$ cat config.mk
export PLATFORM = sky130hd
export DESIGN_NAME = rvv_backend_retire_flat
export DESIGN_NICKNAME = d
export VERILOG_FILES = /design/src/verilog/rvv_vrf_pkg.sv /design/src/verilog/rvv_wb_pkg.sv /design/src/verilog/rvv_backend_if.sv /design/src/verilog/rvv_backend_retire.sv /design/src/flat_wrapper.sv
export VERILOG_INCLUDE_DIRS = /design/src /design/src/verilog
export SDC_FILE = /design/constraint.sdc
export NUM_CORES = 1
export LEC_CHECK = 0
export BUFFER_PORTS_ARGS = -buffer_cell sky130_fd_sc_hd__buf_2
export CAP_MARGIN = 30
export CORE_AREA = 10 10 458 460
export CTS_CLUSTER_SIZE = 24
export DETAILED_ROUTE_END_ITERATION = 8
export DIE_AREA = 0 0 468 470
export PLACE_DENSITY = 0.35
export SLEW_MARGIN = 20
export SYNTH_ARGS = -nofsm -noshare
export SYNTH_HDL_FRONTEND = slang
export SYNTH_SLANG_ARGS = --single-unit
$ cat constraint.sdc
create_clock -name clk -period 0.8 [get_ports clk]
set_input_delay 0.12 -clock clk [delete_from_list [all_inputs] [get_ports clk]]
set_output_delay 0.12 -clock clk [all_outputs]
set_load 0.01 [all_outputs]
$ cat src/verilog/rvv_config.svh
// Sizing macros for the vector register file
`ifndef RVV_CONFIG_SVH
`define RVV_CONFIG_SVH

// Register width and bytes per register
`define VLEN 128
`define VLENB (`VLEN / 8)

// Register count and index width
`define VREG_NUM 32
`define REGFILE_INDEX_WIDTH 5

// Write-back lanes and operand read ports
`define WB_PORTS 4
`define RD_PORTS 4

`endif
$ cat src/verilog/rvv_vrf_pkg.sv
// Storage types: register data, byte strobe and register index
`include "rvv_config.svh"

package rvv_vrf_pkg;

  // One vector register
  typedef logic [`VLEN-1:0] vreg_t;

  // One strobe bit per byte of a register
  typedef logic [`VLENB-1:0] vstrb_t;

  // Register index
  typedef logic [`REGFILE_INDEX_WIDTH-1:0] vidx_t;

endpackage

$ cat src/verilog/rvv_wb_pkg.sv
// Write-back types: lane opcode and resolved write lane
`include "rvv_config.svh"

package rvv_wb_pkg;

  // WB_NONE idles the lane, WB_FULL ignores the strobe
  typedef enum logic [1:0] {
    WB_NONE   = 2'b00,
    WB_FULL   = 2'b01,
    WB_MASKED = 2'b10
  } wb_op_e;

  // Lane as seen by the VRF, strobe already expanded
  typedef struct packed {
    rvv_vrf_pkg::vidx_t  rt_index;
    rvv_vrf_pkg::vreg_t  rt_data;
    rvv_vrf_pkg::vstrb_t rt_strobe;
  } rt2vrf_lane_t;

endpackage

$ cat src/verilog/rvv_backend_if.sv
// Retire-to-VRF write interface and dispatch-to-VRF read interface
`timescale 1ns/1ps
`include "rvv_config.svh"

// Write lanes from retire, applied at the next edge
interface rt2vrf_if;

  logic [`WB_PORTS-1:0]                     wr_valid;
  rvv_wb_pkg::rt2vrf_lane_t [`WB_PORTS-1:0] wr_lane;

  modport retire (
    output wr_valid,
    output wr_lane
  );

  modport vrf (
    input wr_valid,
    input wr_lane
  );

endinterface


$ cat src/verilog/rvv_backend_retire.sv
// Retire write-back stage: opcode to strobe, lane collision merge, lane registers
`timescale 1ns/1ps
`include "rvv_config.svh"

module rvv_backend_retire (
  input  logic                clk,
  input  logic                rst_n,
  input  rvv_wb_pkg::wb_op_e  wb_op     [`WB_PORTS],
  input  rvv_vrf_pkg::vidx_t  wb_index  [`WB_PORTS],
  input  rvv_vrf_pkg::vreg_t  wb_data   [`WB_PORTS],
  input  rvv_vrf_pkg::vstrb_t wb_strobe [`WB_PORTS],
  rt2vrf_if.retire            rt2vrf
);

  rvv_vrf_pkg::vstrb_t                      lane_strb [`WB_PORTS];
  logic [`WB_PORTS-1:0]                     lane_act;
  logic [`WB_PORTS-1:0]                     lane_keep;
  rvv_wb_pkg::rt2vrf_lane_t [`WB_PORTS-1:0] lane_res;
  logic [`WB_PORTS-1:0]                     valid_q;
  rvv_wb_pkg::rt2vrf_lane_t [`WB_PORTS-1:0] lane_q;

  // Opcode to byte strobe
  always_comb begin
    for (int l = 0; l < `WB_PORTS; l++) begin
      case (wb_op[l])
        rvv_wb_pkg::WB_FULL:   lane_strb[l] = '1;
        rvv_wb_pkg::WB_MASKED: lane_strb[l] = wb_strobe[l];
        default:               lane_strb[l] = '0;
      endcase
      lane_act[l] = (wb_op[l] != rvv_wb_pkg::WB_NONE);
    end
  end

  // Highest active lane on an index survives and collects lower lanes' bytes
  always_comb begin
    for (int l = 0; l < `WB_PORTS; l++) begin
      lane_keep[l] = lane_act[l];
      for (int h = l + 1; h < `WB_PORTS; h++) begin
        if (lane_act[h] && (wb_index[h] == wb_index[l])) begin
          lane_keep[l] = 1'b0;
        end
      end
      lane_res[l].rt_index  = wb_index[l];
      lane_res[l].rt_data   = '0;
      lane_res[l].rt_strobe = '0;
      // Ascending order so the later lane's byte wins
      for (int k = 0; k <= l; k++) begin
        if (lane_act[k] && (wb_index[k] == wb_index[l])) begin
          lane_res[l].rt_strobe = lane_res[l].rt_strobe | lane_strb[k];
          for (int b = 0; b < `VLENB; b++) begin
            if (lane_strb[k][b]) begin
              lane_res[l].rt_data[b*8 +: 8] = wb_data[k][b*8 +: 8];
            end
          end
        end
      end
    end
  end

  always_ff @(posedge clk or negedge rst_n) begin
    if (!rst_n) begin
      valid_q <= '0;
    end else begin
      valid_q <= lane_keep;
    end
  end

  always_ff @(posedge clk) begin
    lane_q <= lane_res;
  end

  assign rt2vrf.wr_valid = valid_q;
  assign rt2vrf.wr_lane  = lane_q;

  // VRF ORs lanes together, so indices must be unique
  for (genvar i = 0; i < `WB_PORTS; i++) begin : g_uniq_i
    for (genvar j = i + 1; j < `WB_PORTS; j++) begin : g_uniq_j
      a_unique_index: assert property (@(posedge clk) disable iff (!rst_n)
        !(valid_q[i] && valid_q[j] && (lane_q[i].rt_index == lane_q[j].rt_index)));
    end
  end

endmodule

$ cat src/flat_wrapper.sv
// flat-port wrapper written by rule: the top's interface ports become plain ports
module rvv_backend_retire_flat 
  (clk, rst_n, wb_op, wb_index, wb_data, wb_strobe, rt2vrf_wr_valid, rt2vrf_wr_lane);
  rt2vrf_if rt2vrf_i ();
  input  logic clk;
  input  logic rst_n;
  input  rvv_wb_pkg::wb_op_e wb_op[`WB_PORTS];
  input  rvv_vrf_pkg::vidx_t wb_index[`WB_PORTS];
  input  rvv_vrf_pkg::vreg_t wb_data[`WB_PORTS];
  input  rvv_vrf_pkg::vstrb_t wb_strobe[`WB_PORTS];
  output wire logic [$bits(rt2vrf_i.wr_valid)-1:0] rt2vrf_wr_valid;
  output wire logic [$bits(rt2vrf_i.wr_lane)-1:0] rt2vrf_wr_lane;
  assign rt2vrf_wr_valid = rt2vrf_i.wr_valid;
  assign rt2vrf_wr_lane = rt2vrf_i.wr_lane;
  rvv_backend_retire u_core (.clk(clk), .rst_n(rst_n), .wb_op(wb_op), .wb_index(wb_index), .wb_data(wb_data), .wb_strobe(wb_strobe), .rt2vrf(rt2vrf_i));
endmodule
After elaboration in Yosys (flattened, before gate mapping)
Cells that the tools add are included.
Storage, ports and cells
  flip-flop bits (word level): 600
  input bits: 606
  output and inout port bits: 600
  word-level logic and storage cells: 186
Cells by class
  eq/ne operators: 20
  multiplexer cells: 131
  bitwise operators: 6
  reductions and logical operators: 16
Operators with widths (number)
  two-way mux 144 bit: 9
  two-way mux 8 bit: 112
  one-hot mux 16 bit (2 select lines): 4
  bitwise OR 16 bit: 6
  equality test 5 bit: 12
  logical AND 1 bit: 12
  equality test 2 x 1 -> 1 bit (second input constant): 4
  equality test 2 bit (second input constant): 4
  nonzero test 2 bit: 4
  two-way mux 1 bit: 6

Longest topological paths before layout
  depth in word-level cells: 10
  depth in mapped cells: 11
  mapped depth without buffers: 8

Worst setup path after synthesis
OpenSTA, ideal clock, no wires.
  path kind: input-to-reg
  start point: input port wb_op[4] (netlist name)
  end point: register u_core.lane_q (netlist bit u_core.rt2vrf.wr_lane[494])
  setup time: 0.087 ns
  arrival: 1.993 ns
  data required time: 0.713 ns
  path slack: -1.280 ns
  cell stages on the path: 10
  buffers on the path: 3
  path through: inv_1 ha_1 nand2b_1 buf_2 buf_2 nor4_2 buf_4 nand2_1 o311a_1 o31ai_1
RTL lines
  start: declaration: RTL line flat_wrapper.sv:7  | input rvv_wb_pkg::wb_op_e wb_op[`WB_PORTS];
  end signal: assignment: RTL line rvv_backend_retire.sv:69  | lane_q <= lane_res;
  end: declaration: RTL line rvv_backend_retire.sv:20  | rvv_wb_pkg::rt2vrf_lane_t [`WB_PORTS-1:0] lane_q;

==> metrics.yaml <==
worst_setup_path:
  worst_ep_arrival_time_ps: 2030
  critical-path-slowest-cell: "sky130_fd_sc_hd__a221o_1"
  critical_path.max_stage_delay_ps: 360
  crit_path_end_kind: "flop"
  critical_path_source_type: "input port"
  critical_path_class: "input port to flop"
  critical_path.cell_chain: "buf_16, inv_12, ha_4, nor2b_4, buf_12, and2_1, nand2_4, nor3b_4, buf_6, a221o_1"
  critical_path.max_fanout: 8
  critPathRequiredTime_ps: 1360
logic_synthesis:
  synth-xor-area-share: 0.0112
  post-synth-top-count-cell: "sky130_fd_sc_hd__dfxtp_1"
  post_synth_instance_area_um2: 23500
  synthTopCellsByArea: "sky130_fd_sc_hd__dfxtp_1, sky130_fd_sc_hd__nand2_1, sky130_fd_sc_hd__o31ai_1"
  post_synth_inst_count: 2720
  postSynth.asyncResetShare: 0.00667
  yosys_warnings: 0
  seq_area_frac_synth: 0.512
  combinational_family_with_the_most_area_after_synthesis: "simple AND/OR/NAND/NOR gates"
  post_synth.cell_area_avg_um2: 8.65
  synth_seq_cells: 600
  netlist.top_cell.by_area: "sky130_fd_sc_hd__dfxtp_1"
  synth_fp_nets: 3338
  post_synth_num_cell_types: 49
  synth.top_cells.by_count: "sky130_fd_sc_hd__dfxtp_1, sky130_fd_sc_hd__nand2_1, sky130_fd_sc_hd__nor2_1, sky130_fd_sc_hd__o31ai_1, sky130_fd_sc_hd__o21ai_0"
  synth_edf_count: 0
  synthesized_area_fraction_occupied_by_ao_oa_aoi_and_oai_cells: 0.201
  synth.area.mux_share: 0.0162
  post-synth-top-area-fraction: 0.507
  post_synth_and_or_nand_nor_area_fraction: 0.209
  postSynth.topFlopCell: "sky130_fd_sc_hd__dfxtp_1"
  synth_adder_area_share: 0.00638
clocking:
  cts_buffer_depth: 3
  root_buffer: "sky130_fd_sc_hd__clkbuf_16"
  clk_pin_slew_ps: 60
  cts_made_buffers: 82
  cts_tree: "built"
  clock_sinks: 600
  ctsHtreeMaxLevel: 3
timing:
  timing.hold.ws_ps: -292
  timing.max_slew.rel_slack: 0.645
  slew_viol_final: 0
  setup_repair_after_global_routing_missed_its_margin: "true"
  finalWorstPathRequiredPeriod_ps: 1470
  worst_slack_ps: -667
  setup_viol: 1156
  worst_pin_slew_ps: 532
  number_of_hold_slack_violations_in_the_final_timing_report: 13
  fmaxAchievable_mhz: 682
  min_period_over_period: 1.83
power_and_ir_drop:
  irDropWorstVdd_uv: 1390
  swShare: 0.295
  power_leakage_nw: 23.8
  clkPwrFrac: 0.431
  total_power_mw: 88.8
  p_comb_frac: 0.207
  power-per-cell-area_nw_per_um2: 1720
  internal-power_mw: 62.6
  power_switching_mw: 26.2
  pwr-share-seq: 0.361
die:
  floorplan.die.width_um: 468
  design.die.area_um2: 220000
  floorplan.initialDensity: 0.117
  rows: 165
  die_h_um: 470
  design.core.area_um2: 201000
  design.portCount: 1206
placed_design:
  place_hpwl_um: 181000
  place_area_um2: 39100
  gpl.final_weighted_congestion: 0.907
  placedCellCount: 7059
  place.port_buffers: 1205
drt:
  drtPass1Iterations: 5
  detail_route.vias_per_cell: 3.93
  via_count: 31000
  detail_route.wl_per_cell_um: 27.7
  detail_route.wirelength_um: 218000
  first_drt_iteration_drcs: 1948
  detail_route.drc_violations: 0
  ant_nets: 0
run_status:
  run_status: "finished with violations"
  violations: "negative hold slack, negative setup slack"
layout:
  fin_nets: 5724
  finalInstanceArea_um2: 51500
  syn_to_final_growth_pct: 119
  layout-drive-gt1-share: 0.492
  register_area_um2: 12200
  layout.filler_cells: 21800
  area_taken_by_multi_input_logic_gates_um2: 13100
  final_cells: 7876
job:
  timing.max_cap.violations: 0
worst_hold_path:
  timing.hold.worst.class: "input port to flop"
  timing.hold.worst_path_depth: 3
grt:
  grt-ovfl-total: 0
  grt_usage: 0.188
  grt_max_degree: 36
  grt_first_pass_wirelength_um: 288000
  first_global_vias: 32600
  grt_antenna_before_repair: 104
## flip-flops by register name, summed over array words and instances, names as in the netlist
name and count:
u_core.rt2vrf.wr_valid 4, u_core.rt2vrf.wr_lane 596
## worst max-delay path: cells and delay by family
family,cells,cell delay (ps)
buffers and inverters,4,480
AO/OA/AOI/OAI,1,360
adder cells (fa/ha/maj),1,270
AND/OR/NAND/NOR,4,780
## through the flow
step           hold WS, ps  setup TNS [ps]  setup slack, ps  utilization
6_report              -292         -488920             -667        0.257
5_1_grt               -305         -541320             -663        0.256
4_1_cts               -399         -525800             -646        0.249
3_5_place_dp         -69.7         -762010            -1950        0.194
3_3_place_gp         -70.9         -763390            -1890        0.194
2_1_floorplan         -176         -380710             -988            -
## cell usage in the layout (no fill, tap or decap), types with 15 or more instances in the layout
cell type                       Yosys  routed
sky130_fd_sc_hd__buf_6              2     156
sky130_fd_sc_hd__mux2i_1           38      30
sky130_fd_sc_hd__o31ai_2            0      15
sky130_fd_sc_hd__o21ai_0          138      70
sky130_fd_sc_hd__o311a_1           40      36
sky130_fd_sc_hd__clkbuf_16          0      85
sky130_fd_sc_hd__clkbuf_8           0      15
sky130_fd_sc_hd__dlygate4sd3_1      0     536
sky130_fd_sc_hd__a211oi_2           0      20
sky130_fd_sc_hd__nor2_2             1      23
sky130_fd_sc_hd__o31ai_1          208     183
sky130_fd_sc_hd__nor2_1           229     177
sky130_fd_sc_hd__and3_4             0      25
sky130_fd_sc_hd__and3_1            63      38
sky130_fd_sc_hd__inv_1            106     100
sky130_fd_sc_hd__nor3_4             0      17
sky130_fd_sc_hd__and2_1            71      63
sky130_fd_sc_hd__nor2_4             0      31
sky130_fd_sc_hd__buf_2             25    1066
sky130_fd_sc_hd__o21ai_1            0      61
sky130_fd_sc_hd__nor3_1            59      40
sky130_fd_sc_hd__dfxtp_4            0      23
sky130_fd_sc_hd__a31oi_4            0      18
sky130_fd_sc_hd__a21oi_1           88      60
sky130_fd_sc_hd__dfxtp_1          596     476
sky130_fd_sc_hd__buf_8              0      32
sky130_fd_sc_hd__dfxtp_2            0      97
sky130_fd_sc_hd__buf_4              2     547
sky130_fd_sc_hd__diode_2            0      39
sky130_fd_sc_hd__a221o_1           35      35
sky130_fd_sc_hd__a21oi_4            0      16
sky130_fd_sc_hd__buf_12             0     118
sky130_fd_sc_hd__nand2_2            5      19
sky130_fd_sc_hd__nand2_1          586     544
sky130_fd_sc_hd__a31oi_1           63      44
sky130_fd_sc_hd__a211oi_1          41      21
sky130_fd_sc_hd__nand2_8            0      16
sky130_fd_sc_hd__nand3_1           19      18
## worst paths after layout
kind,start,endpoint,slack [ps]
setup / recovery,wb_op[4],u_core.rt2vrf.wr_lane[370]$_DFF_P_,-670
hold / removal,wb_data[429],u_core.rt2vrf.wr_lane[210]$_DFF_P_,-290
max in group asynchronous,rst_n,u_core.rt2vrf.wr_valid[1]$_DFF_PN0_,190
min in group asynchronous,rst_n,u_core.rt2vrf.wr_valid[3]$_DFF_PN0_,440
## kinds of logic after synthesis
family | after synthesis
adders and majority gates | 12
xor gates and xnor gates | 30
AOI/OAI and AO/OA | 679
and+or+nand+nor | 1090
buffers and inverters | 271
muxes | 38
DFF | 600
## per-layer routing
layer  global-route usage  vias to the layer above  wire length, µm
li1                     -                    14400                -
met1                0.221                    14800            88000
met2                0.328                     1450           106000
met3               0.0537                      303            17400
met4               0.0534                       36             6410
met5                    0                        -              239
## timing repair
item	4_1_cts	5_1_grt
pin swaps	104	79
cloned	8	4
resized for setup	572	286
setup buffers	69	47
hold buffers	534	2
endpoints found under the hold margin	565	36
setup endpoints to repair	1142	1161
## final cells by class
cell class | count | share of cell area
timing repair buffer | 2464 | 0.381
multi-input combinational | 1852 | 0.253
sequential | 600 | 0.237
tap | 2672 | 0.0649
clock buffer | 111 | 0.0452
inverter | 106 | 0.00845
clock inverter | 32 | 0.00794
antenna | 39 | 0.00189
## power by group through the flow
stage,clock network (mW),registers (mW),logic [mW]
after floorplan,0,33.2,3.87
after global placement,0,32.7,14.5
after detailed placement,0,32.6,14.5
after CTS,39.7,32.1,18.1
after global routing,40.7,32.2,19.6
final,38.3,32.1,18.4
Note: power is estimated with default switching activity, not from simulation.
