`src/verilog/rvv_config.svh`:
```
// Sizing macros for the vector register file
`ifndef RVV_CONFIG_SVH
`define RVV_CONFIG_SVH

// Register width and bytes per register
`define VLEN 128
`define VLENB (`VLEN / 8)

// Register count and index width
`define VREG_NUM 32
`define REGFILE_INDEX_WIDTH 5

// Write-back lanes and operand read ports
`define WB_PORTS 4
`define RD_PORTS 4

`endif
```
`src/verilog/rvv_vrf_pkg.sv`:
```
// Storage types: register data, byte strobe and register index
`include "rvv_config.svh"

package rvv_vrf_pkg;

  // One vector register
  typedef logic [`VLEN-1:0] vreg_t;

  // One strobe bit per byte of a register
  typedef logic [`VLENB-1:0] vstrb_t;

  // Register index
  typedef logic [`REGFILE_INDEX_WIDTH-1:0] vidx_t;

endpackage

```
`src/verilog/rvv_backend_if.sv`:
```
// Retire-to-VRF write interface and dispatch-to-VRF read interface
`timescale 1ns/1ps
`include "rvv_config.svh"


// Operand reads, combinational from current state
interface dp2vrf_if;

  rvv_vrf_pkg::vidx_t rd_addr0;
  rvv_vrf_pkg::vidx_t rd_addr1;
  rvv_vrf_pkg::vidx_t rd_addr2;
  rvv_vrf_pkg::vidx_t rd_addr3;
  rvv_vrf_pkg::vreg_t rd_data0;
  rvv_vrf_pkg::vreg_t rd_data1;
  rvv_vrf_pkg::vreg_t rd_data2;
  rvv_vrf_pkg::vreg_t rd_data3;
  rvv_vrf_pkg::vreg_t v0_data;

  modport dispatch (
    output rd_addr0, rd_addr1, rd_addr2, rd_addr3,
    input  rd_data0, rd_data1, rd_data2, rd_data3,
    input  v0_data
  );

  modport vrf (
    input  rd_addr0, rd_addr1, rd_addr2, rd_addr3,
    output rd_data0, rd_data1, rd_data2, rd_data3,
    output v0_data
  );

endinterface

```
`src/verilog/rvv_backend_dispatch_read.sv`:
```
// Dispatch operand reader: read addresses out, registered operands and v0 back
`timescale 1ns/1ps
`include "rvv_config.svh"

module rvv_backend_dispatch_read (
  input  logic               clk,
  input  logic               rst_n,
  input  logic               rd_req,
  input  rvv_vrf_pkg::vidx_t rd_addr [`RD_PORTS],
  output logic               rd_valid,
  output rvv_vrf_pkg::vreg_t rd_data [`RD_PORTS],
  output rvv_vrf_pkg::vreg_t v0_data,
  dp2vrf_if.dispatch         dp2vrf
);

  assign dp2vrf.rd_addr0 = rd_addr[0];
  assign dp2vrf.rd_addr1 = rd_addr[1];
  assign dp2vrf.rd_addr2 = rd_addr[2];
  assign dp2vrf.rd_addr3 = rd_addr[3];

  always_ff @(posedge clk or negedge rst_n) begin
    if (!rst_n) begin
      rd_valid <= 1'b0;
    end else begin
      rd_valid <= rd_req;
    end
  end

  // Operands hold until the next request
  always_ff @(posedge clk) begin
    if (rd_req) begin
      rd_data[0] <= dp2vrf.rd_data0;
      rd_data[1] <= dp2vrf.rd_data1;
      rd_data[2] <= dp2vrf.rd_data2;
      rd_data[3] <= dp2vrf.rd_data3;
      v0_data    <= dp2vrf.v0_data;
    end
  end

  // One-cycle read latency, no stalls
  a_valid_follows_req: assert property (@(posedge clk) disable iff (!rst_n)
    rd_valid == $past(rd_req));

endmodule

```
`src/flat_wrapper.sv`:
```
// flat-port wrapper written by rule: the top's interface ports become plain ports
module rvv_backend_dispatch_read_flat 
  (clk, rst_n, rd_req, rd_addr, rd_valid, rd_data, v0_data, dp2vrf_rd_addr0, dp2vrf_rd_addr1, dp2vrf_rd_addr2, dp2vrf_rd_addr3, dp2vrf_rd_data0, dp2vrf_rd_data1, dp2vrf_rd_data2, dp2vrf_rd_data3, dp2vrf_v0_data);
  dp2vrf_if dp2vrf_i ();
  input  logic clk;
  input  logic rst_n;
  input  logic rd_req;
  input  rvv_vrf_pkg::vidx_t rd_addr[`RD_PORTS];
  output logic rd_valid;
  output rvv_vrf_pkg::vreg_t rd_data[`RD_PORTS];
  output rvv_vrf_pkg::vreg_t v0_data;
  output wire logic [$bits(dp2vrf_i.rd_addr0)-1:0] dp2vrf_rd_addr0;
  output wire logic [$bits(dp2vrf_i.rd_addr1)-1:0] dp2vrf_rd_addr1;
  output wire logic [$bits(dp2vrf_i.rd_addr2)-1:0] dp2vrf_rd_addr2;
  output wire logic [$bits(dp2vrf_i.rd_addr3)-1:0] dp2vrf_rd_addr3;
  input wire logic [$bits(dp2vrf_i.rd_data0)-1:0] dp2vrf_rd_data0;
  input wire logic [$bits(dp2vrf_i.rd_data1)-1:0] dp2vrf_rd_data1;
  input wire logic [$bits(dp2vrf_i.rd_data2)-1:0] dp2vrf_rd_data2;
  input wire logic [$bits(dp2vrf_i.rd_data3)-1:0] dp2vrf_rd_data3;
  input wire logic [$bits(dp2vrf_i.v0_data)-1:0] dp2vrf_v0_data;
  assign dp2vrf_rd_addr0 = dp2vrf_i.rd_addr0;
  assign dp2vrf_rd_addr1 = dp2vrf_i.rd_addr1;
  assign dp2vrf_rd_addr2 = dp2vrf_i.rd_addr2;
  assign dp2vrf_rd_addr3 = dp2vrf_i.rd_addr3;
  assign dp2vrf_i.rd_data0 = dp2vrf_rd_data0;
  assign dp2vrf_i.rd_data1 = dp2vrf_rd_data1;
  assign dp2vrf_i.rd_data2 = dp2vrf_rd_data2;
  assign dp2vrf_i.rd_data3 = dp2vrf_rd_data3;
  assign dp2vrf_i.v0_data = dp2vrf_v0_data;
  rvv_backend_dispatch_read u_core (.clk(clk), .rst_n(rst_n), .rd_req(rd_req), .rd_addr(rd_addr), .rd_valid(rd_valid), .rd_data(rd_data), .v0_data(v0_data), .dp2vrf(dp2vrf_i));
endmodule
```
`config.mk`:
```
export PLATFORM = sky130hd
export DESIGN_NAME = rvv_backend_dispatch_read_flat
export DESIGN_NICKNAME = d
export VERILOG_FILES = /design/src/verilog/rvv_vrf_pkg.sv /design/src/verilog/rvv_backend_if.sv /design/src/verilog/rvv_backend_dispatch_read.sv /design/src/flat_wrapper.sv
export VERILOG_INCLUDE_DIRS = /design/src /design/src/verilog
export SDC_FILE = /design/constraint.sdc
export NUM_CORES = 1
export LEC_CHECK = 0
export ABC_AREA = 0
export BUFFER_PORTS_ARGS = -buffer_cell sky130_fd_sc_hd__clkbuf_2
export CORE_AREA = 5 5 508 510
export CTS_CLUSTER_SIZE = 20
export DETAILED_ROUTE_END_ITERATION = 8
export DIE_AREA = 0 0 513 515
export HOLD_SLACK_MARGIN = 0.08
export SYNTH_ARGS = -nofsm -noshare
export SYNTH_HDL_FRONTEND = slang
export SYNTH_SLANG_ARGS = --single-unit
export TNS_END_PERCENT = 1
```
`constraint.sdc`:
```
create_clock -name clk -period 0.8 [get_ports clk]
set_input_delay 0.16 -clock clk [delete_from_list [all_inputs] [get_ports clk]]
set_output_delay 0.16 -clock clk [all_outputs]
set_load 0.1 [all_outputs]
```
# Word level (Yosys, flattened, before mapping)
# Index checks and enable logic that the tools add are counted.
# word_totals
regBits	641

# Logic depth before layout (Yosys ltp)
# Gate-level depths: netlist (run 1).
# depth
depth_word	0
mapped_depth	1

# Worst setup path after synthesis (run 1)
# Ideal clock, no wire load.
# synth_path
path_kind	reg2out
startpoint	register u_core.rd_data[0] in the netlist's numbering
endpoint	output rd_data[0] in the netlist's numbering
stages_incl_launch_ff	1
path_slack_ns	-0.264
t_arrival_ns	0.904
required_ns	0.640
path_cell_list	edfxtp_1
# synth_lines
item	line_no	source
start: declaration	rvv_backend_dispatch_read.sv:11	output rvv_vrf_pkg::vreg_t rd_data [`RD_PORTS],
end: declaration	flat_wrapper.sv:10	output rvv_vrf_pkg::vreg_t rd_data[`RD_PORTS];
# No word-level cell between the ends.

# Worst setup path after layout (run 1)
# layout_path
startpoint	register u_core.rd_data[422] in the netlist's numbering
endpoint	output rd_data[422] in the netlist's numbering
# No word-level cell between the ends.

==> results_dict.tcl, run 1 <==
set metrics [dict create \
    status "complete, but fails checks" \
    violations "setup timing" \
    fp.coreArea_sq_um 253000 \
    fin_total_pwr_mw 117 \
    die_w_um 513 \
    cts_buffers 76 \
    synth_area_leader_cell "edfxtp_1" \
    post_dp_cell_area_sq_um 40100 \
    die_h_um 515 \
    synth-seq-area-share 0.992 \
    synth-seq-cells 641 \
    finalNonFillerCells 6215 \
    via_count 16300 \
    ioPinCount 1324 \
    cts.clk_slew.worst_paths_ps 60 \
    start_util 0.0767 \
    synth-warning-count 0 \
    gp_congestion 0.958 \
    gr-total-overflow 0 \
    first_pass_iters 4 \
    port_buffers 1283 \
    cts-root-buf "clkbuf_16" \
    fin_setup_tns_ps -436740 \
    ir_worst_vdd_mv 1.92 \
    synthesis.area_sq_um 19400 \
    crit_required_ps 640 \
    multi_input_area_sq_um 0 \
    grt_antenna_before_repair 96 \
    finalCritPeriodShare 2.02 \
    max_freq_ghz 0.618 \
    cpPeakStageDelay_ps 530 \
    critPathSlowestCell "edfxtp_1" \
    dp_hpwl_um 121000 \
    rsz0062_at_grt "yes" \
    endpoint_kind "primary output" \
    dr.first_iter.drc_count 1149 \
    crit_fanout 1 \
    cap_violations 0 \
    finalSetupViolations 650 \
    final_util 0.196 \
    die_area_sq_um 264000 \
    synth_area_per_cell_sq_um 29.3 \
    crit_chain "buf_12" \
    nFillCells 26600 \
    crit_path_start_kind "flip-flop" \
    crit_family "flip-flops" \
    ys_types 3 \
    max-slew-margin-rel 0.529 \
    htree_levels 3 \
    hold_class "primary input to flip-flop" \
    finalWorstSetupSlack_ps -819 \
    path_buf_inv 1 \
    wl_um 145000 \
    min_path_cells 2 \
    arrival_ps 1460 \
    grt_max_degree 40 \
    final_hold_viol_count 0 \
    pre_cts_ws_ps -536 \
    p_per_area_nw_per_um2 2370 \
    synth_top_area_frac 0.991 \
    nMultiInputCombCells 0 \
    syn-num-nets 1324 \
    grt_pass1_vias 18100 \
    fin_area_sq_um 49700 \
    wl_per_cell_um 23.4 \
    cts_tree "done" \
    fin_nets 3429 \
    worst_pin_slew_ps 705 \
    crit_type "flip-flop to primary output" \
    ys_top_cells_by_area "edfxtp_1 (99%), buf_4 (0.77%), dfrtp_1 (0.13%)" \
    area_growth_pct 156 \
    rows 185 \
    post_drt_via_cell_ratio 2.62 \
    post-route-drc-count 0 \
    dp_cells 5352 \
    syn_inst 661 \
    p_leak_nw 19.6 \
    slew_viol_final 0 \
    ant_nets 0 \
    fin_crit_ps 1620 \
    drive_gt1_frac 0.533 \
    grt_use_total 0.106 \
    grt_first_pass_wirelength_um 182000 \
    cts_sinks 641 \
    seqCellArea_sq_um 19200 \
    path_depth 1 \
    ctsLongestPathBuffers 3 \
    holdWs_ps 122 \
]
[cell usage after synthesis]
master,count
edfxtp_1,640
dfrtp_1,1
buf_4,20
[cells in the final DEF (no fill, tap or decap)]
| cell type | Yosys | final |
|---|---|---|
| clkbuf_2 | 0 | 684 |
| buf_12 | 0 | 651 |
| dlygate4sd3_1 | 0 | 645 |
| edfxtp_1 | 640 | 640 |
| clkbuf_16 | 0 | 77 |
| buf_4 | 20 | 52 |
| diode_2 | 0 | 25 |
| dlymetal6s4s_1 | 0 | 14 |
| clkbuf_1 | 0 | 12 |
| bufinv_16 | 0 | 12 |
| inv_6 | 0 | 8 |
| clkinv_2 | 0 | 6 |
| clkinv_1 | 0 | 6 |
| clkinv_8 | 0 | 4 |
| clkinvlp_4 | 0 | 4 |
| inv_8 | 0 | 2 |
| clkinv_4 | 0 | 2 |
| clkinv_16 | 0 | 1 |
| inv_16 | 0 | 1 |
| clkbuf_8 | 0 | 1 |
| buf_8 | 0 | 1 |
| dfrtp_1 | 1 | 1 |
[routing by layer]
| metal | part of all wire | track usage | up-vias |
|---|---|---|---|
| met4 | 0.044 | 0.0482 | 8 |
| met3 | 0.16 | 0.0749 | 286 |
| li1 | - | - | 6940 |
| met5 | 0.00034 | 0 | - |
| met2 | 0.45 | 0.164 | 1265 |
| met1 | 0.34 | 0.108 | 7794 |
[where the power goes]
part           switching (mW)  leakage (nW)  internal [mW]
sequential               2.55          6.28           40.1
clock                    15.6          1.28           22.0
combinational            24.2          12.1           13.0
[area by class of cell]
cell class	count	share of cell area
timing repair buffer	2047	0.473
sequential	641	0.387
clock inverter	46	0.0135
antenna	25	0.00126
tap	3366	0.0848
clock buffer	90	0.0400
[final timing paths]
check	endpoint	startpoint	slack, ps
max in group asynchronous	u_core.rd_valid	rst_n	330
min in group asynchronous	u_core.rd_valid	rst_n	350
worst min-delay path	u_core.rd_data[88]	rd_req	120
worst max-delay path	rd_data[422]	u_core.rd_data[422]	-820
[sequential cells by signal (all words and copies together), names as in the netlist]
| signal | cells |
|---|---|
| u_core.rd_data | 512 |
| u_core.v0_data | 128 |
| u_core.rd_valid | 1 |
[repair_timing]
| action | in CTS | in global routing |
|---|---|---|
| endpoints found under the hold margin | 704 | 13 |
| resized for setup | 0 | 57 |
| setup endpoints to repair | 641 | 698 |
| hold buffers | 701 | 1 |
| setup buffers | 0 | 0 |
[cells by family after synthesis]
kind of cell	share of synthesized area
buffers and inverters	0.00774
flip-flops	0.992
Note: power is estimated with default switching activity, not from simulation.
==> inputs of run 2 (changes only) <==
- CELL_PAD_IN_SITES_DETAIL_PLACEMENT: default -> 1
- CELL_PAD_IN_SITES_GLOBAL_PLACEMENT: default -> 2
- CORE_AREA: 5 5 508 510 -> 5 5 520 522
- DIE_AREA: 0 0 513 515 -> 0 0 525 527
- PLACE_DENSITY_LB_ADDON: default -> 0.1
==> run 2 against run 1 <==
Compared with the run above:
- the flow still finishes with violations (setup timing)
- clock power increased by 8.8%
- cell count is 6.0% higher
- core utilization decreased by 0.085 points
- flip-flop and latch count unchanged
- critical path type unchanged
- largest cell class unchanged
- highest routed layer unchanged
==> results_dict.tcl, run 2 (same netlist as run 1, synthesis figures left out) <==
set metrics [dict create \
    min_path_cells 3 \
    die_area_sq_um 277000 \
    ioPinCount 1324 \
    critPathSlowestCell "edfxtp_1" \
    die_h_um 527 \
    endpoint_kind "primary output" \
    gr-total-overflow 0 \
    status "complete, but fails checks" \
    fin_crit_ps 1610 \
    dr.first_iter.drc_count 372 \
    finalSetupViolations 648 \
    grt_first_pass_wirelength_um 159000 \
    htree_levels 3 \
    die_w_um 525 \
    dp_cells 5525 \
    rows 189 \
    crit_top_cell "buf_12" \
    violations "setup timing" \
    fp.coreArea_sq_um 265000 \
    wl_um 118000 \
    nFillCells 29000 \
    cts_buffers 91 \
    wl_per_cell_um 17.9 \
    gp_congestion 0.770 \
    p_per_area_nw_per_um2 2320 \
    area_growth_pct 167 \
    grt_use_total 0.0824 \
    ctsLongestPathBuffers 3 \
    ir_worst_vdd_mv 1.47 \
    path_depth 2 \
    finalCritPeriodShare 2.01 \
    multi_input_area_sq_um 0 \
    first_pass_iters 4 \
    crit_family "flip-flops" \
    pre_cts_ws_ps -441 \
    cts_setup_buffers 0 \
    cts-root-buf "clkbuf_16" \
    top_regs "u_core.rd_data (512), u_core.v0_data (128), u_core.rd_valid (1)" \
    grt_max_degree 52 \
    via_count 16200 \
    fin_setup_tns_ps -424630 \
    crit_required_ps 640 \
    cts_tree "done" \
    crit_path_start_kind "flip-flop" \
    cts_hold_buf 875 \
    worst_hold_path.endpoint "u_core.v0_data[16]" \
    top_register "u_core.rd_data" \
    cts.clk_slew.worst_paths_ps 60 \
    nMultiInputCombCells 0 \
    finalWorstSetupSlack_ps -806 \
    hp-start "rd_req" \
    hold_class "primary input to flip-flop" \
    post_drt_via_cell_ratio 2.45 \
    finalNonFillerCells 6589 \
    cap_violations 0 \
    arrival_ps 1450 \
    crit_chain "buf_12 > buf_12" \
    post-route-drc-count 0 \
    port_buffers 1283 \
    p_leak_nw 21.2 \
    crit_type "flip-flop to primary output" \
    final_hold_viol_count 0 \
    drive_gt1_frac 0.532 \
    path_buf_inv 2 \
    largest_reg_flops 512 \
    layout_common_cells "clkbuf_2 (786), buf_12 (660), dlygate4sd3_1 (650), edfxtp_1 (640), clkbuf_16 (92)" \
    worst_pin_slew_ps 349 \
    start_util 0.0733 \
    rsz0062_at_grt "yes" \
    max-slew-margin-rel 0.767 \
    seqCellArea_sq_um 19200 \
    cts_sinks 641 \
    cpPeakStageDelay_ps 410 \
    holdWs_ps 82.2 \
    dp_hpwl_um 97200 \
    crit_fanout 1 \
    grt_antenna_before_repair 39 \
    grt_pass1_vias 18900 \
    slew_viol_final 0 \
    max_freq_ghz 0.623 \
    fin_total_pwr_mw 120 \
    layout_commonest_cell "clkbuf_2" \
    fin_nets 3623 \
    ant_nets 0 \
]
run 2: worst max path at each step:
stage,startpoint,to,slack [ps]
after floorplan,u_core.rd_data[0],rd_data[0],-260
after global placement,rd_req,u_core.rd_data[150],-410
after detailed placement,rd_req,u_core.rd_data[307],-440
after CTS,u_core.rd_data[100],rd_data[100],-960
after global routing,u_core.rd_data[100],rd_data[100],-920
final,u_core.rd_data[100],rd_data[100],-810
run 2: metrics by stage:
stage               cell area [sq um]   util
global route                    51700  0.195
finish                          51700  0.195
global placement                40500  0.153
detailed placement              40500  0.153
floorplan                       19400      -
CTS                             52200  0.197
run 2: power by group:
part           switching [mW]  internal, mW
sequential               2.20          40.1
combinational            23.3          13.6
clock                    16.4          24.4
run 2: cell type report:
type | count | area share
clock inverter | 50 | 0.0110
timing repair buffer | 2226 | 0.484
clock buffer | 116 | 0.0463
sequential | 641 | 0.372
tap | 3533 | 0.0855
antenna | 23 | 0.00111
run 2: timing repair:
item                                    in CTS  in global routing
endpoints found under the setup margin     641                934
resized for setup                            0                227
endpoints found under the hold margin      811                 18
gates cloned                                 0                  0
run 2: tightest hold or removal path, stage by stage:
cell    delay [ps]
buf_8           90
buf_12         170
buf_4          210
run 2: routing by layer:
metal  GRT usage  wire length (um)  up-vias
li1            -                 -     7346
met2       0.148             60400      854
met1      0.0787             39200     7756
met4      0.0328              4710       12
met3      0.0446             13400      204
met5           0                76        -
